### src/logic/blackjack_pkg.sv
/*
  Shared card, sum, phase and outcome types for the blackjack game.
  Cards are 4-bit codes 1..13; face cards count ten and an ace counts one.
  sum_t is 6 bits, so a hand holds at most six tens before it wraps.
  Segment patterns are active low, ordered a (MSB) to g (LSB).
*/
package blackjack_pkg;

    typedef logic [3:0] card_t;
    typedef logic [5:0] sum_t;
    typedef logic [6:0] seg_t;

    typedef enum logic [1:0] {PH_IDLE, PH_DEAL, PH_PLAY, PH_DONE} phase_t;
    typedef enum logic [1:0] {OC_NONE, OC_PLAYER, OC_HOUSE, OC_DRAW} outcome_t;

    localparam sum_t BUST_LIMIT  = 6'd21;
    // House keeps drawing below this sum
    localparam sum_t HOUSE_STAND = 6'd17;

    // Low part of the LFSR load word, seed sits above it
    localparam logic [9:0] LFSR_FILL = 10'b1011001101;

    // Letter codes above the card range, for the hand tag digit
    localparam card_t CODE_H = 4'd14;
    localparam card_t CODE_P = 4'd15;

    // Card value, code capped at ten
    function automatic sum_t card_value(input card_t c);
        return (c > 4'd10) ? sum_t'(10) : sum_t'(c);
    endfunction

    // Code to digit pattern, blank for an empty slot
    function automatic seg_t seg_of(input card_t c);
        case (c)
            4'd1:    return 7'b0001000;  // A
            4'd2:    return 7'b0010010;
            4'd3:    return 7'b0000110;
            4'd4:    return 7'b1001100;
            4'd5:    return 7'b0100100;
            4'd6:    return 7'b0100000;
            4'd7:    return 7'b0001111;
            4'd8:    return 7'b0000000;
            4'd9:    return 7'b0000100;
            4'd10:   return 7'b0000001;  // shown as 0
            4'd11:   return 7'b1000011;  // J
            4'd12:   return 7'b0001100;  // q
            4'd13:   return 7'b0101000;  // K approximation
            CODE_H:  return 7'b1001000;
            CODE_P:  return 7'b0011000;
            default: return 7'b1111111;
        endcase
    endfunction

endpackage

### src/logic/card_if.sv
/*
  Card request channel between the game controller and the card source.
  req only while ready is high; ready drops the next cycle and rises
  again once card holds a new code in 1..13. load reseeds the source.
*/
`timescale 1ns/10ps

interface card_if;
    import blackjack_pkg::*;

    // Strobes from the controller
    logic  load;
    logic  req;
    // Source status and card code
    logic  ready;
    card_t card;

    modport ctrl (
        output load,
        output req,
        input  ready,
        input  card
    );

    modport src (
        input  load,
        input  req,
        output ready,
        output card
    );

endinterface

### src/logic/card_source.sv
/*
  Pseudo-random card source, a 16-bit Fibonacci LFSR loaded from the seed.
  Draws are independent, so duplicate cards are possible and nothing runs out.
  Latency per card varies; codes 0, 14 and 15 are rejected and stepped past.
  card is undefined until the first draw after reset.
*/
`timescale 1ns/10ps

module card_source (
    input  logic       clk,
    input  logic       rst,
    input  logic [5:0] seed,
    card_if.src        cif
);
    import blackjack_pkg::*;

    logic [15:0] lfsr;
    logic [15:0] lfsr_next;
    card_t       nibble;
    logic        nibble_ok;
    logic        ready_q;
    card_t       card_q;

    // Taps 16,14,13,11, maximal length
    assign lfsr_next = {lfsr[14:0], lfsr[15] ^ lfsr[13] ^ lfsr[12] ^ lfsr[10]};

    // Candidate card from the low nibble of the next state
    assign nibble    = lfsr_next[3:0];
    assign nibble_ok = (nibble != 4'd0) && (nibble <= 4'd13);

    always_ff @(posedge clk or negedge rst) begin
        if (!rst) begin
            lfsr    <= {6'd0, LFSR_FILL};
            ready_q <= 1'b1;
        end else if (cif.load) begin
            lfsr    <= {seed, LFSR_FILL};
            ready_q <= 1'b1;
        end else if (cif.req) begin
            // Start a draw, ready drops next cycle
            lfsr    <= lfsr_next;
            ready_q <= 1'b0;
        end else if (!ready_q) begin
            lfsr <= lfsr_next;
            if (nibble_ok) begin
                ready_q <= 1'b1;
            end
        end
    end

    // Card code only changes when a draw completes
    always_ff @(posedge clk) begin
        if (!ready_q && !cif.load && !cif.req && nibble_ok) begin
            card_q <= nibble;
        end
    end

    assign cif.ready = ready_q;
    assign cif.card  = card_q;

endmodule

### src/logic/hand_store.sv
/*
  One hand: card slots, card count and running value sum.
  Slots fill from index 0; an add on a full hand is dropped.
  Outputs reflect an add or clear on the following cycle.
*/
`timescale 1ns/10ps

module hand_store #(
    parameter int  MAX_CARDS = 5,
    localparam int CNT_W     = $clog2(MAX_CARDS + 1)
) (
    input  logic                 clk,
    input  logic                 rst,
    input  logic                 clear,
    input  logic                 add,
    input  blackjack_pkg::card_t card,
    output blackjack_pkg::card_t cards [MAX_CARDS],
    output logic [CNT_W-1:0]     count,
    output blackjack_pkg::sum_t  sum
);
    import blackjack_pkg::*;

    logic full;

    assign full = (count == CNT_W'(MAX_CARDS));

    always_ff @(posedge clk or negedge rst) begin
        if (!rst) begin
            // Empty hand so the digits come up blank
            for (int i = 0; i < MAX_CARDS; i++) begin
                cards[i] <= '0;
            end
            count <= '0;
            sum   <= '0;
        end else if (clear) begin
            for (int i = 0; i < MAX_CARDS; i++) begin
                cards[i] <= '0;
            end
            count <= '0;
            sum   <= '0;
        end else if (add && !full) begin
            // Write into the next free slot
            for (int i = 0; i < MAX_CARDS; i++) begin
                if (CNT_W'(i) == count) begin
                    cards[i] <= card;
                end
            end
            count <= count + 1'b1;
            sum   <= sum + card_value(card);
        end
    end

endmodule

### src/logic/game_ctrl.sv
/*
  Game FSM: button release detect, deal, player turn, house turn, decision.
  Buttons are active low and act on release, one register stage deep.
  Deal order is player, house, player, house; the house plays after the
  player stands, reaches 21 or fills the hand. Begin works in idle or done only.
*/
`timescale 1ns/10ps

module game_ctrl #(
    parameter int  MAX_CARDS = 5,
    localparam int CNT_W     = $clog2(MAX_CARDS + 1)
) (
    input  logic                     clk,
    input  logic                     rst,
    input  logic                     begin_n,
    input  logic                     hit_n,
    input  logic                     stand_n,
    input  blackjack_pkg::sum_t      player_sum,
    input  blackjack_pkg::sum_t      house_sum,
    input  logic [CNT_W-1:0]         player_count,
    input  logic [CNT_W-1:0]         house_count,
    card_if.ctrl                     cif,
    output logic                     player_clear,
    output logic                     player_add,
    output logic                     house_clear,
    output logic                     house_add,
    output blackjack_pkg::phase_t    phase,
    output blackjack_pkg::outcome_t  outcome
);
    import blackjack_pkg::*;

    typedef enum logic [2:0] {
        S_IDLE,    // waiting for begin
        S_LOAD,    // reseed the card source
        S_REQ,     // request a card once the source is ready
        S_WAIT,    // card in flight
        S_SETTLE,  // hand updated, act on the new sum
        S_PLAY,    // player turn
        S_HOUSE,   // house draws or the game is decided
        S_DONE
    } state_t;

    state_t     state;
    logic [2:0] begin_sr;
    logic [2:0] hit_sr;
    logic [2:0] stand_sr;
    logic       begin_rel;
    logic       hit_rel;
    logic       stand_rel;
    logic       start;
    logic       to_house;
    logic [1:0] deal_cnt;
    logic       card_in;

    // Input register plus one stage for the release edge
    always_ff @(posedge clk or negedge rst) begin
        if (!rst) begin
            begin_sr <= '1;
            hit_sr   <= '1;
            stand_sr <= '1;
        end else begin
            begin_sr <= {begin_sr[1:0], begin_n};
            hit_sr   <= {hit_sr[1:0], hit_n};
            stand_sr <= {stand_sr[1:0], stand_n};
        end
    end

    // Released now, pressed a cycle before
    assign begin_rel = begin_sr[1] & ~begin_sr[2];
    assign hit_rel   = hit_sr[1] & ~hit_sr[2];
    assign stand_rel = stand_sr[1] & ~stand_sr[2];

    assign start   = begin_rel && (state == S_IDLE || state == S_DONE);
    assign card_in = (state == S_WAIT) && cif.ready;

    // Strobes decoded from state
    assign cif.load     = (state == S_LOAD);
    assign cif.req      = (state == S_REQ) && cif.ready;
    assign player_clear = start;
    assign house_clear  = start;
    assign player_add   = card_in && !to_house;
    assign house_add    = card_in && to_house;

    always_ff @(posedge clk or negedge rst) begin
        if (!rst) begin
            state    <= S_IDLE;
            phase    <= PH_IDLE;
            outcome  <= OC_NONE;
            to_house <= 1'b0;
            deal_cnt <= '0;
        end else begin
            case (state)
                S_IDLE, S_DONE: begin
                    if (start) begin
                        phase    <= PH_DEAL;
                        outcome  <= OC_NONE;
                        to_house <= 1'b0;
                        deal_cnt <= '0;
                        state    <= S_LOAD;
                    end
                end
                S_LOAD: state <= S_REQ;
                S_REQ: begin
                    if (cif.ready) begin
                        state <= S_WAIT;
                    end
                end
                S_WAIT: begin
                    if (cif.ready) begin
                        state <= S_SETTLE;
                    end
                end
                S_SETTLE: begin
                    if (phase == PH_DEAL) begin
                        if (deal_cnt == 2'd3) begin
                            phase <= PH_PLAY;
                            state <= S_PLAY;
                        end else begin
                            deal_cnt <= deal_cnt + 2'd1;
                            to_house <= ~to_house;
                            state    <= S_REQ;
                        end
                    end else if (to_house) begin
                        state <= S_HOUSE;
                    end else if (player_sum > BUST_LIMIT) begin
                        // Player bust ends the game at once
                        outcome <= OC_HOUSE;
                        phase   <= PH_DONE;
                        state   <= S_DONE;
                    end else if (player_sum == BUST_LIMIT ||
                                 player_count == CNT_W'(MAX_CARDS)) begin
                        to_house <= 1'b1;
                        state    <= S_HOUSE;
                    end else begin
                        state <= S_PLAY;
                    end
                end
                S_PLAY: begin
                    if (hit_rel) begin
                        to_house <= 1'b0;
                        state    <= S_REQ;
                    end else if (stand_rel) begin
                        to_house <= 1'b1;
                        state    <= S_HOUSE;
                    end
                end
                S_HOUSE: begin
                    if (house_sum < HOUSE_STAND && house_count < CNT_W'(MAX_CARDS)) begin
                        state <= S_REQ;
                    end else begin
                        phase <= PH_DONE;
                        state <= S_DONE;
                        // House bust first, then plain comparison
                        if (house_sum > BUST_LIMIT || player_sum > house_sum) begin
                            outcome <= OC_PLAYER;
                        end else if (player_sum < house_sum) begin
                            outcome <= OC_HOUSE;
                        end else begin
                            outcome <= OC_DRAW;
                        end
                    end
                end
                default: state <= S_IDLE;
            endcase
        end
    end

endmodule

### src/logic/hand_display.sv
/*
  Six-digit hand view. hand_select low shows the player, high the house.
  Digits 0..4 carry the first five slots, digit 5 the P or H tag.
  Slots beyond MAX_CARDS stay blank. Purely combinational.
*/
`timescale 1ns/10ps

module hand_display #(
    parameter int MAX_CARDS = 5
) (
    input  logic                 hand_select,
    input  blackjack_pkg::card_t player_cards [MAX_CARDS],
    input  blackjack_pkg::card_t house_cards  [MAX_CARDS],
    output blackjack_pkg::seg_t  hand_seg     [6]
);
    import blackjack_pkg::*;

    localparam int CARD_DIGITS = 5;

    card_t shown [MAX_CARDS];

    // Hand mux
    always_comb begin
        for (int i = 0; i < MAX_CARDS; i++) begin
            shown[i] = hand_select ? house_cards[i] : player_cards[i];
        end
    end

    for (genvar d = 0; d < CARD_DIGITS; d++) begin : g_digit
        if (d < MAX_CARDS) begin : g_card
            assign hand_seg[d] = seg_of(shown[d]);
        end else begin : g_blank
            // No slot behind this digit
            assign hand_seg[d] = seg_of(4'd0);
        end
    end

    // Tag digit names the hand on view
    assign hand_seg[CARD_DIGITS] = seg_of(hand_select ? CODE_H : CODE_P);

endmodule

### src/logic/blackjack_top.sv
/*
  Blackjack top level, instances and wiring only.
  Buttons begin_n, hit_n and stand_n are active low, seed is read at begin.
  hand_seg[5] is the P/H tag, hand_seg[0..4] the cards in deal order.
*/
`timescale 1ns/10ps

module blackjack_top #(
    parameter int  MAX_CARDS = 5,
    localparam int CNT_W     = $clog2(MAX_CARDS + 1)
) (
    input  logic                     clk,
    input  logic                     rst,
    input  logic                     begin_n,
    input  logic                     hit_n,
    input  logic                     stand_n,
    input  logic                     hand_select,
    input  logic [5:0]               seed,
    output blackjack_pkg::phase_t    phase,
    output blackjack_pkg::outcome_t  outcome,
    output blackjack_pkg::seg_t      hand_seg [6]
);
    import blackjack_pkg::*;

    card_if cif ();

    // Hand control
    logic             player_clear;
    logic             player_add;
    logic             house_clear;
    logic             house_add;
    // Hand state back to the controller and display
    card_t            player_cards [MAX_CARDS];
    card_t            house_cards  [MAX_CARDS];
    logic [CNT_W-1:0] player_count;
    logic [CNT_W-1:0] house_count;
    sum_t             player_sum;
    sum_t             house_sum;

    game_ctrl #(.MAX_CARDS(MAX_CARDS)) game_ctrl_i (
        .clk, .rst, .begin_n, .hit_n, .stand_n,
        .player_sum, .house_sum, .player_count, .house_count,
        .cif          (cif.ctrl),
        .player_clear, .player_add, .house_clear, .house_add,
        .phase, .outcome
    );

    card_source card_source_i (
        .clk, .rst, .seed,
        .cif (cif.src)
    );

    // Both hands latch the card currently held on the channel
    hand_store #(.MAX_CARDS(MAX_CARDS)) player_hand_i (
        .clk, .rst,
        .clear (player_clear),
        .add   (player_add),
        .card  (cif.card),
        .cards (player_cards),
        .count (player_count),
        .sum   (player_sum)
    );

    hand_store #(.MAX_CARDS(MAX_CARDS)) house_hand_i (
        .clk, .rst,
        .clear (house_clear),
        .add   (house_add),
        .card  (cif.card),
        .cards (house_cards),
        .count (house_count),
        .sum   (house_sum)
    );

    hand_display #(.MAX_CARDS(MAX_CARDS)) hand_display_i (
        .hand_select, .player_cards, .house_cards, .hand_seg
    );

endmodule

### config.mk
export PLATFORM = sky130hd
export DESIGN_NAME = blackjack_top
export DESIGN_NICKNAME = d
export VERILOG_FILES = /design/src/logic/blackjack_pkg.sv /design/src/logic/card_if.sv /design/src/logic/card_source.sv /design/src/logic/hand_store.sv /design/src/logic/game_ctrl.sv /design/src/logic/hand_display.sv /design/src/logic/blackjack_top.sv
export SDC_FILE = /design/constraint.sdc
export NUM_CORES = 1
export LEC_CHECK = 0
export BUFFER_PORTS_ARGS = -buffer_cell sky130_fd_sc_hd__buf_2
export CAP_MARGIN = 20
export CORE_UTILIZATION = 60
export DETAILED_ROUTE_END_ITERATION = 10
export PLACE_DENSITY = 0.81
export RECOVER_POWER = 100
export SLEW_MARGIN = 20
export SYNTH_ARGS = -nofsm -noshare
export SYNTH_HDL_FRONTEND = slang
export SYNTH_SLANG_ARGS = --single-unit
### constraint.sdc
create_clock -name clk -period 2.4 [get_ports clk]
set_input_delay 0.24 -clock clk [delete_from_list [all_inputs] [get_ports clk]]
set_output_delay 0.24 -clock clk [all_outputs]
set_load 0.005 [all_outputs]
# Yosys cells after proc, flatten, opt, wreduce, memory -nomap -nowiden
# Memory sizes are Yosys's and may differ from the RTL's.
# Cells that the tools add are included.
[op_classes] n_addsub=5 n_lt_le_gt_ge=8 eq_ne=35 n_mux=75 bitwise=10 reduce_logical=56
[op_table] cell="$mux W20" n=4
[op_table] cell="$mux W4" n=16
[op_table] cell="$mux W16" n=3
[op_table] cell="$mux W3" n=14
[op_table] cell="$mux W2" n=15
[op_table] cell="$reduce_bool A2 Y1" n=13
[op_table] cell="$mux W6" n=4
[op_table] cell="$pmux W3 S7" n=1
[op_table] cell="$reduce_and A2 Y1" n=10
[op_table] cell="$eq A3 B3 Y1 const B" n=6
[op_table] cell="$mux W1" n=14
[op_table] cell="$add A6 B6 Y6" n=2
[op_table] cell="$eq A2 B3 Y1 const A" n=4
[op_table] cell="$gt A6 B5 Y1 const B" n=2
[op_table] cell="$logic_and A1 B1 Y1" n=12
[op_table] cell="$pmux W2 S3" n=2
[op_table] cell="$reduce_and A4 Y1" n=3
[op_table] cell="$reduce_and A6 Y1" n=2
[op_table] cell="$ne A2 B1 Y1 const B" n=5
[op_table] cell="$logic_not A3 Y1" n=3
[op_table] cell="$ne A3 B1 Y1 const B" n=3
[op_table] cell="$ne A3 B3 Y1 const B" n=3
[op_table] cell="$ne A2 B2 Y1 const B" n=4
[op_table] cell="$add A3 B1 Y3 const B" n=2
[op_table] cell="24 further kinds" n=42
[totals] reg_bits=98 mem_bits_ro=672 inputBits=12 out_inout_bits=46 elab_cells=220 n_memories=6
[mem_list] name="(name not given)" depth=16 word_bits=7 read_ports=1 rd_ports_with_merged_regs=0 wr=0 line="blackjack_pkg.sv:34" source="case (c)"
[mem_list] name="(name not given)" depth=16 word_bits=7 read_ports=1 rd_ports_with_merged_regs=0 wr=0 line="blackjack_pkg.sv:34"
[mem_list] name="(name not given)" depth=16 word_bits=7 read_ports=1 rd_ports_with_merged_regs=0 wr=0 line="blackjack_pkg.sv:34"
[mem_list] name="(name not given)" depth=16 word_bits=7 read_ports=1 rd_ports_with_merged_regs=0 wr=0 line="blackjack_pkg.sv:34"
[mem_list] name="(name not given)" depth=16 word_bits=7 read_ports=1 rd_ports_with_merged_regs=0 wr=0 line="blackjack_pkg.sv:34"
[mem_list] name="(name not given)" depth=16 word_bits=7 read_ports=1 rd_ports_with_merged_regs=0 wr=0 line="blackjack_pkg.sv:34"

# Depth between registers and ports, before layout
[logic_depth] word_depth=9 depth_mapped=10 depth_no_buf=10

# Cells and area by module
# From an unflattened synthesis, not the netlist that was laid out.
[hier_totals] hier_cells=698 hier_area_um2=6698.9
[by_module_without_submodules] mod="hand_store" n_inst=2 cells_per_inst=152 area_per_inst_um2=1472.7 seq_area_each_um2=725.7
[by_module_without_submodules] mod="hand_display" n_inst=1 cells_per_inst=176 area_per_inst_um2=1545.2 seq_area_each_um2=0.0
[by_module_without_submodules] mod="game_ctrl" n_inst=1 cells_per_inst=132 area_per_inst_um2=1242.4 seq_area_each_um2=486.7
[by_module_without_submodules] mod="card_source" n_inst=1 cells_per_inst=86 area_per_inst_um2=965.9 seq_area_each_um2=554.3

# Least setup slack after synthesis
# OpenSTA, ideal clock, no wires.
[synth_timing] path_type="input to output" startpoint="in hand_select" endpoint="out hand_seg[30] (netlist name)" arrival_time_ps=1901 required_time_ps=2160 setup_slack_ps=259 stages=8 path_buffers=3 path_cell_list="buf_2 -> buf_4 -> buf_6 -> mux2i_1 -> ha_1 -> and2_1 -> or3_1 -> o21ai_0"
[synth_lines] item="start: declaration" line="blackjack_top.sv:17" source="input logic hand_select,"
[synth_lines] item="end: declaration" line="blackjack_top.sv:21" source="output blackjack_pkg::seg_t hand_seg [6]"

==> out/qor.csv <==
stage,metric,value,unit
run_status,status,"finished, violations left",
run_status,violations,"max-capacitance violations, max-slew violations",
timing,rsz0062_at_grt,true,
clocking,cts_sinks,98,
route,via_per_inst,6.00,
synthesis,synth_common_cells,"nand2_1 (81), dfrtp_1 (78), nor2_1 (55)",
timing,setup_viol,0,
synthesis,yosysSeqAreaShare,40.2,%
route,drc,0,
route,first_iter_violations,381,
layout,num_antenna_cells,0,
floorplanning,fp.dieW,104,microns
timing,hold_violations,0,
clocking,cts_buffer_depth,2,
worst_hold_path,whs_endpoint,card_source_i.lfsr[11],
synthesis,ys_types,60,
floorplanning,die_h,104,microns
setup_path,path_common_cell,buf_2,
timing,fin_crit,2.35,ns
setup_path,cp_slowest_cell,mux2_1,
route,num_vias,5170,
power_and_ir_drop,seqPwrFrac,32.9,%
clocking,h-tree-depth,3,
synthesis,async_flop_share,95.9,%
place,place.gp.congestion,0.918,
route,wl_per_cell,16.0,microns
power_and_ir_drop,p_clk_share,13.2,%
synthesis,synth_seq_cells,98,
worst_hold_path,hold_start,seed[1],
timing,slew_headroom,-6.19,%
route,totalWireLength,13.7,mm
setup_path,end_kind,output port,
power_and_ir_drop,ir_drop,0.851,mV
floorplanning,die-area,10700,sq um
setup_path,worstPathCellList,buf_2 > buf_4 > mux2_1 > inv_1 > ha_1 > nor2_1 > a21oi_1 > o21ai_0 > buf_2,
setup_path,worstPathMaxFanout,14,
synthesis,syn_area,6200,sq um
synthesis,syn_inst,671,
global_routing,grt.overflow.total,0,
worst_hold_path,hold_depth,3,
global_routing,grt_pass1_vias,5101,
global_routing,antenna_found_initial,0,
layout,final_area,6810,sq um
synthesis,synth_fa_ha_area_share,11.0,%
synthesis,ys_top_cells_by_area,"dfrtp_1 (31%), ha_1 (9.7%), dfstp_2 (6.8%)",
route,ant_nets,0,
setup_path,r2r-start,game_ctrl_i.state[1],
flow_run,drv_cap,1,
setup_path,path_buf_inv,4,
layout,drive_above_1_share,13.7,%
synthesis,yosys.area.top_type_share,31.5,%
synthesis,synth_area_leader_cell,dfrtp_1,
power_and_ir_drop,power,8.78,mW
layout,nFillCells,805,
place,place_area,6590,sq um
setup_path,critPathLaunchType,primary input,
clocking,tritoncts.num_buffers,9,
setup_path,worstPathArrival,2.11,ns
power_and_ir_drop,pwr-share-comb,53.9,%
synthesis,synth-xor-area-share,0.989,%
floorplanning,boundaryPins,58,
power_and_ir_drop,p_per_area,1290,nW/um^2
layout,nets,785,
synthesis,synth.most_common_cell,nand2_1,
global_routing,grt_usage,26.4,%
layout,syn2layout_area_growth,9.79,%
synthesis,synthSimpleGateAreaFrac,15.4,%
floorplanning,rows,36,
synthesis,avgSynthCellArea,9.24,sq um
power_and_ir_drop,power.share.switching,44.5,%
floorplanning,coreArea,9910,sq um
clocking,clock_latency,0.38,ns
synthesis,synth_ff_type,dfrtp_1,
place,hpwl,9.99,mm
worst_hold_path,min_path_type,in -> reg,
setup_path,r2r_cells,6,
setup_path,slowest_delay,0.46,ns
timing,period_share,97.9,%
floorplanning,start_util,62.6,%
route,firstDrtPassIters,5,
power_and_ir_drop,switching_power,3.90,mW
clocking,root_buffer,clkbuf_8,
setup_path,rrSetupSlack,0.17,ns
global_routing,grt_pass1_wl,23.3,mm
synthesis,synthMuxAreaShare,9.02,%
clocking,path_clk_slew,0.10,ns
synthesis,synth_compound_area_share,17.8,%
setup_path,crit_family,buffers and inverters,
power_and_ir_drop,power.leakage,3.16,nW
setup_path,timing.rr.end,player_hand_i.sum[2],
setup_path,setup.worst_path.class,in -> out,
synthesis,ys_warn_count,0,
timing,worst_slew_pin_slew,1.59,ns
place,io_buffers,52,
timing,report.final.slew_viol_count,31,
synthesis,synth_edf_count,4,
timing,finalClockSkew,0.0111,ns
setup_path,cp_data_required_time,2.16,ns
timing,clock.fmax,425,MHz
global_routing,grt_max_degree,65,
clocking,cts_tree,done,
power_and_ir_drop,p_int,4.87,mW
synthesis,synth_top_family_by_area,compound AO/OA/AOI/OAI gates,
-- how the worst max path moves through the flow --
stage                                       from           end  slack, ns  cells past startpoint
final                                hand_select   hand_seg[9]       0.05                      9
after detailed placement             hand_select  hand_seg[16]      0.008                      8
after CTS                            hand_select  hand_seg[16]      0.004                      8
after global placement               hand_select  hand_seg[16]       0.25                      8
after floorplan                      hand_select  hand_seg[30]       0.26                      8
after global routing      house_hand_i.cards[13]  hand_seg[30]      -0.06                      7
-- layout make-up --
cell class | instances | area (sq um) | area share, %
clock buffer | 11 | 141 | 2.08
clock inverter | 5 | 70.1 | 1.03
inverter | 38 | 145 | 2.13
multi-input combinational | 500 | 3370 | 49.5
sequential | 98 | 2490 | 36.6
tap | 133 | 166 | 2.44
timing repair buffer | 76 | 419 | 6.16
-- power groups by stage --
stage	Clock (mW)	Sequential [mW]	Combinational, mW
3_5_place_dp	0	2.89	4.74
2_1_floorplan	0	2.68	3.44
5_1_grt	1.24	2.96	5.30
6_report	1.16	2.89	4.73
4_1_cts	1.18	2.87	4.77
3_3_place_gp	0	2.86	4.46
-- placed cells by master (no fill, tap or decap), types with 7 or more instances in the layout --
cell	netlist	layout
buf_2	9	29
inv_1	38	36
clkbuf_8	0	10
a31oi_1	9	9
dfstp_2	16	13
a22o_1	8	8
ha_1	48	48
nand3_1	33	33
a21oi_1	47	47
nor2_1	55	57
mux2_2	15	13
dfrtp_1	78	78
nor2b_1	7	7
mux2i_1	39	37
o32ai_1	8	8
buf_4	10	12
clkbuf_1	14	22
clkbuf_2	4	9
nand2_1	81	81
o22ai_1	7	7
o21ai_0	37	37
a22oi_1	7	7
-- per-stage QoR --
stage | cells | hold slack [ns] | utilization (%) | TNS [ns] | worst slack (ns)
global placement | 840 | 0.185 | 66.5 | 0 | 0.250
detailed placement | 840 | 0.192 | 66.5 | 0 | 0.00811
global route | 861 | 0.0844 | 68.7 | -0.251 | -0.0592
finish | 861 | 0.0862 | 68.7 | 0 | 0.0492
floorplan | 674 | -0.0556 | - | 0 | 0.259
CTS | 860 | 0.0803 | 69.1 | 0 | 0.00433
-- timing repair --
action                                  4_1_cts  5_1_grt
pin swaps                                     0        1
hold buffers                                  4        0
hold endpoints to repair                     21        0
endpoints found under the setup margin        1        5
resized for setup                             1        7
buffers inserted                              0        1
-- sequential cells by signal, indices dropped and copies added (netlist names), 3 cells and up --
signal / cells
card_source_i.cif.card: 4
game_ctrl_i.begin_sr: 3
game_ctrl_i.stand_sr: 3
house_hand_i.sum: 6
house_hand_i.cards: 20
game_ctrl_i.state: 3
card_source_i.lfsr: 16
game_ctrl_i.hit_sr: 3
house_hand_i.count: 3
player_hand_i.cards: 20
player_hand_i.sum: 6
player_hand_i.count: 3
-- cells by family after synthesis --
logic type,after synthesis
xor gates and xnor gates,7
muxes,54
buffers and inverters,76
other,2
and+or+nand+nor,210
AOI/OAI and AO/OA,170
adders and majority gates,54
DFF,98
-- worst reg2reg max path, cell delays in order, from the launching register on --
cell and delay, ns:
dfrtp_1 0.66, and4b_1 0.36, and3_1 0.19, clkbuf_1 0.39
nor2_1 0.23, o21ai_0 0.19, o21ai_0 0.11
-- routing by layer --
layer | GRT usage, % | wire, microns | up-vias
li1 | - | - | 2463
met1 | 32.5 | 5970 | 2535
met2 | 46.5 | 6980 | 147
met3 | 3.84 | 492 | 25
met4 | 11.2 | 308 | 0
met5 | 0 | 0 | -
No activity file was read; power rests on OpenSTA's default activity.
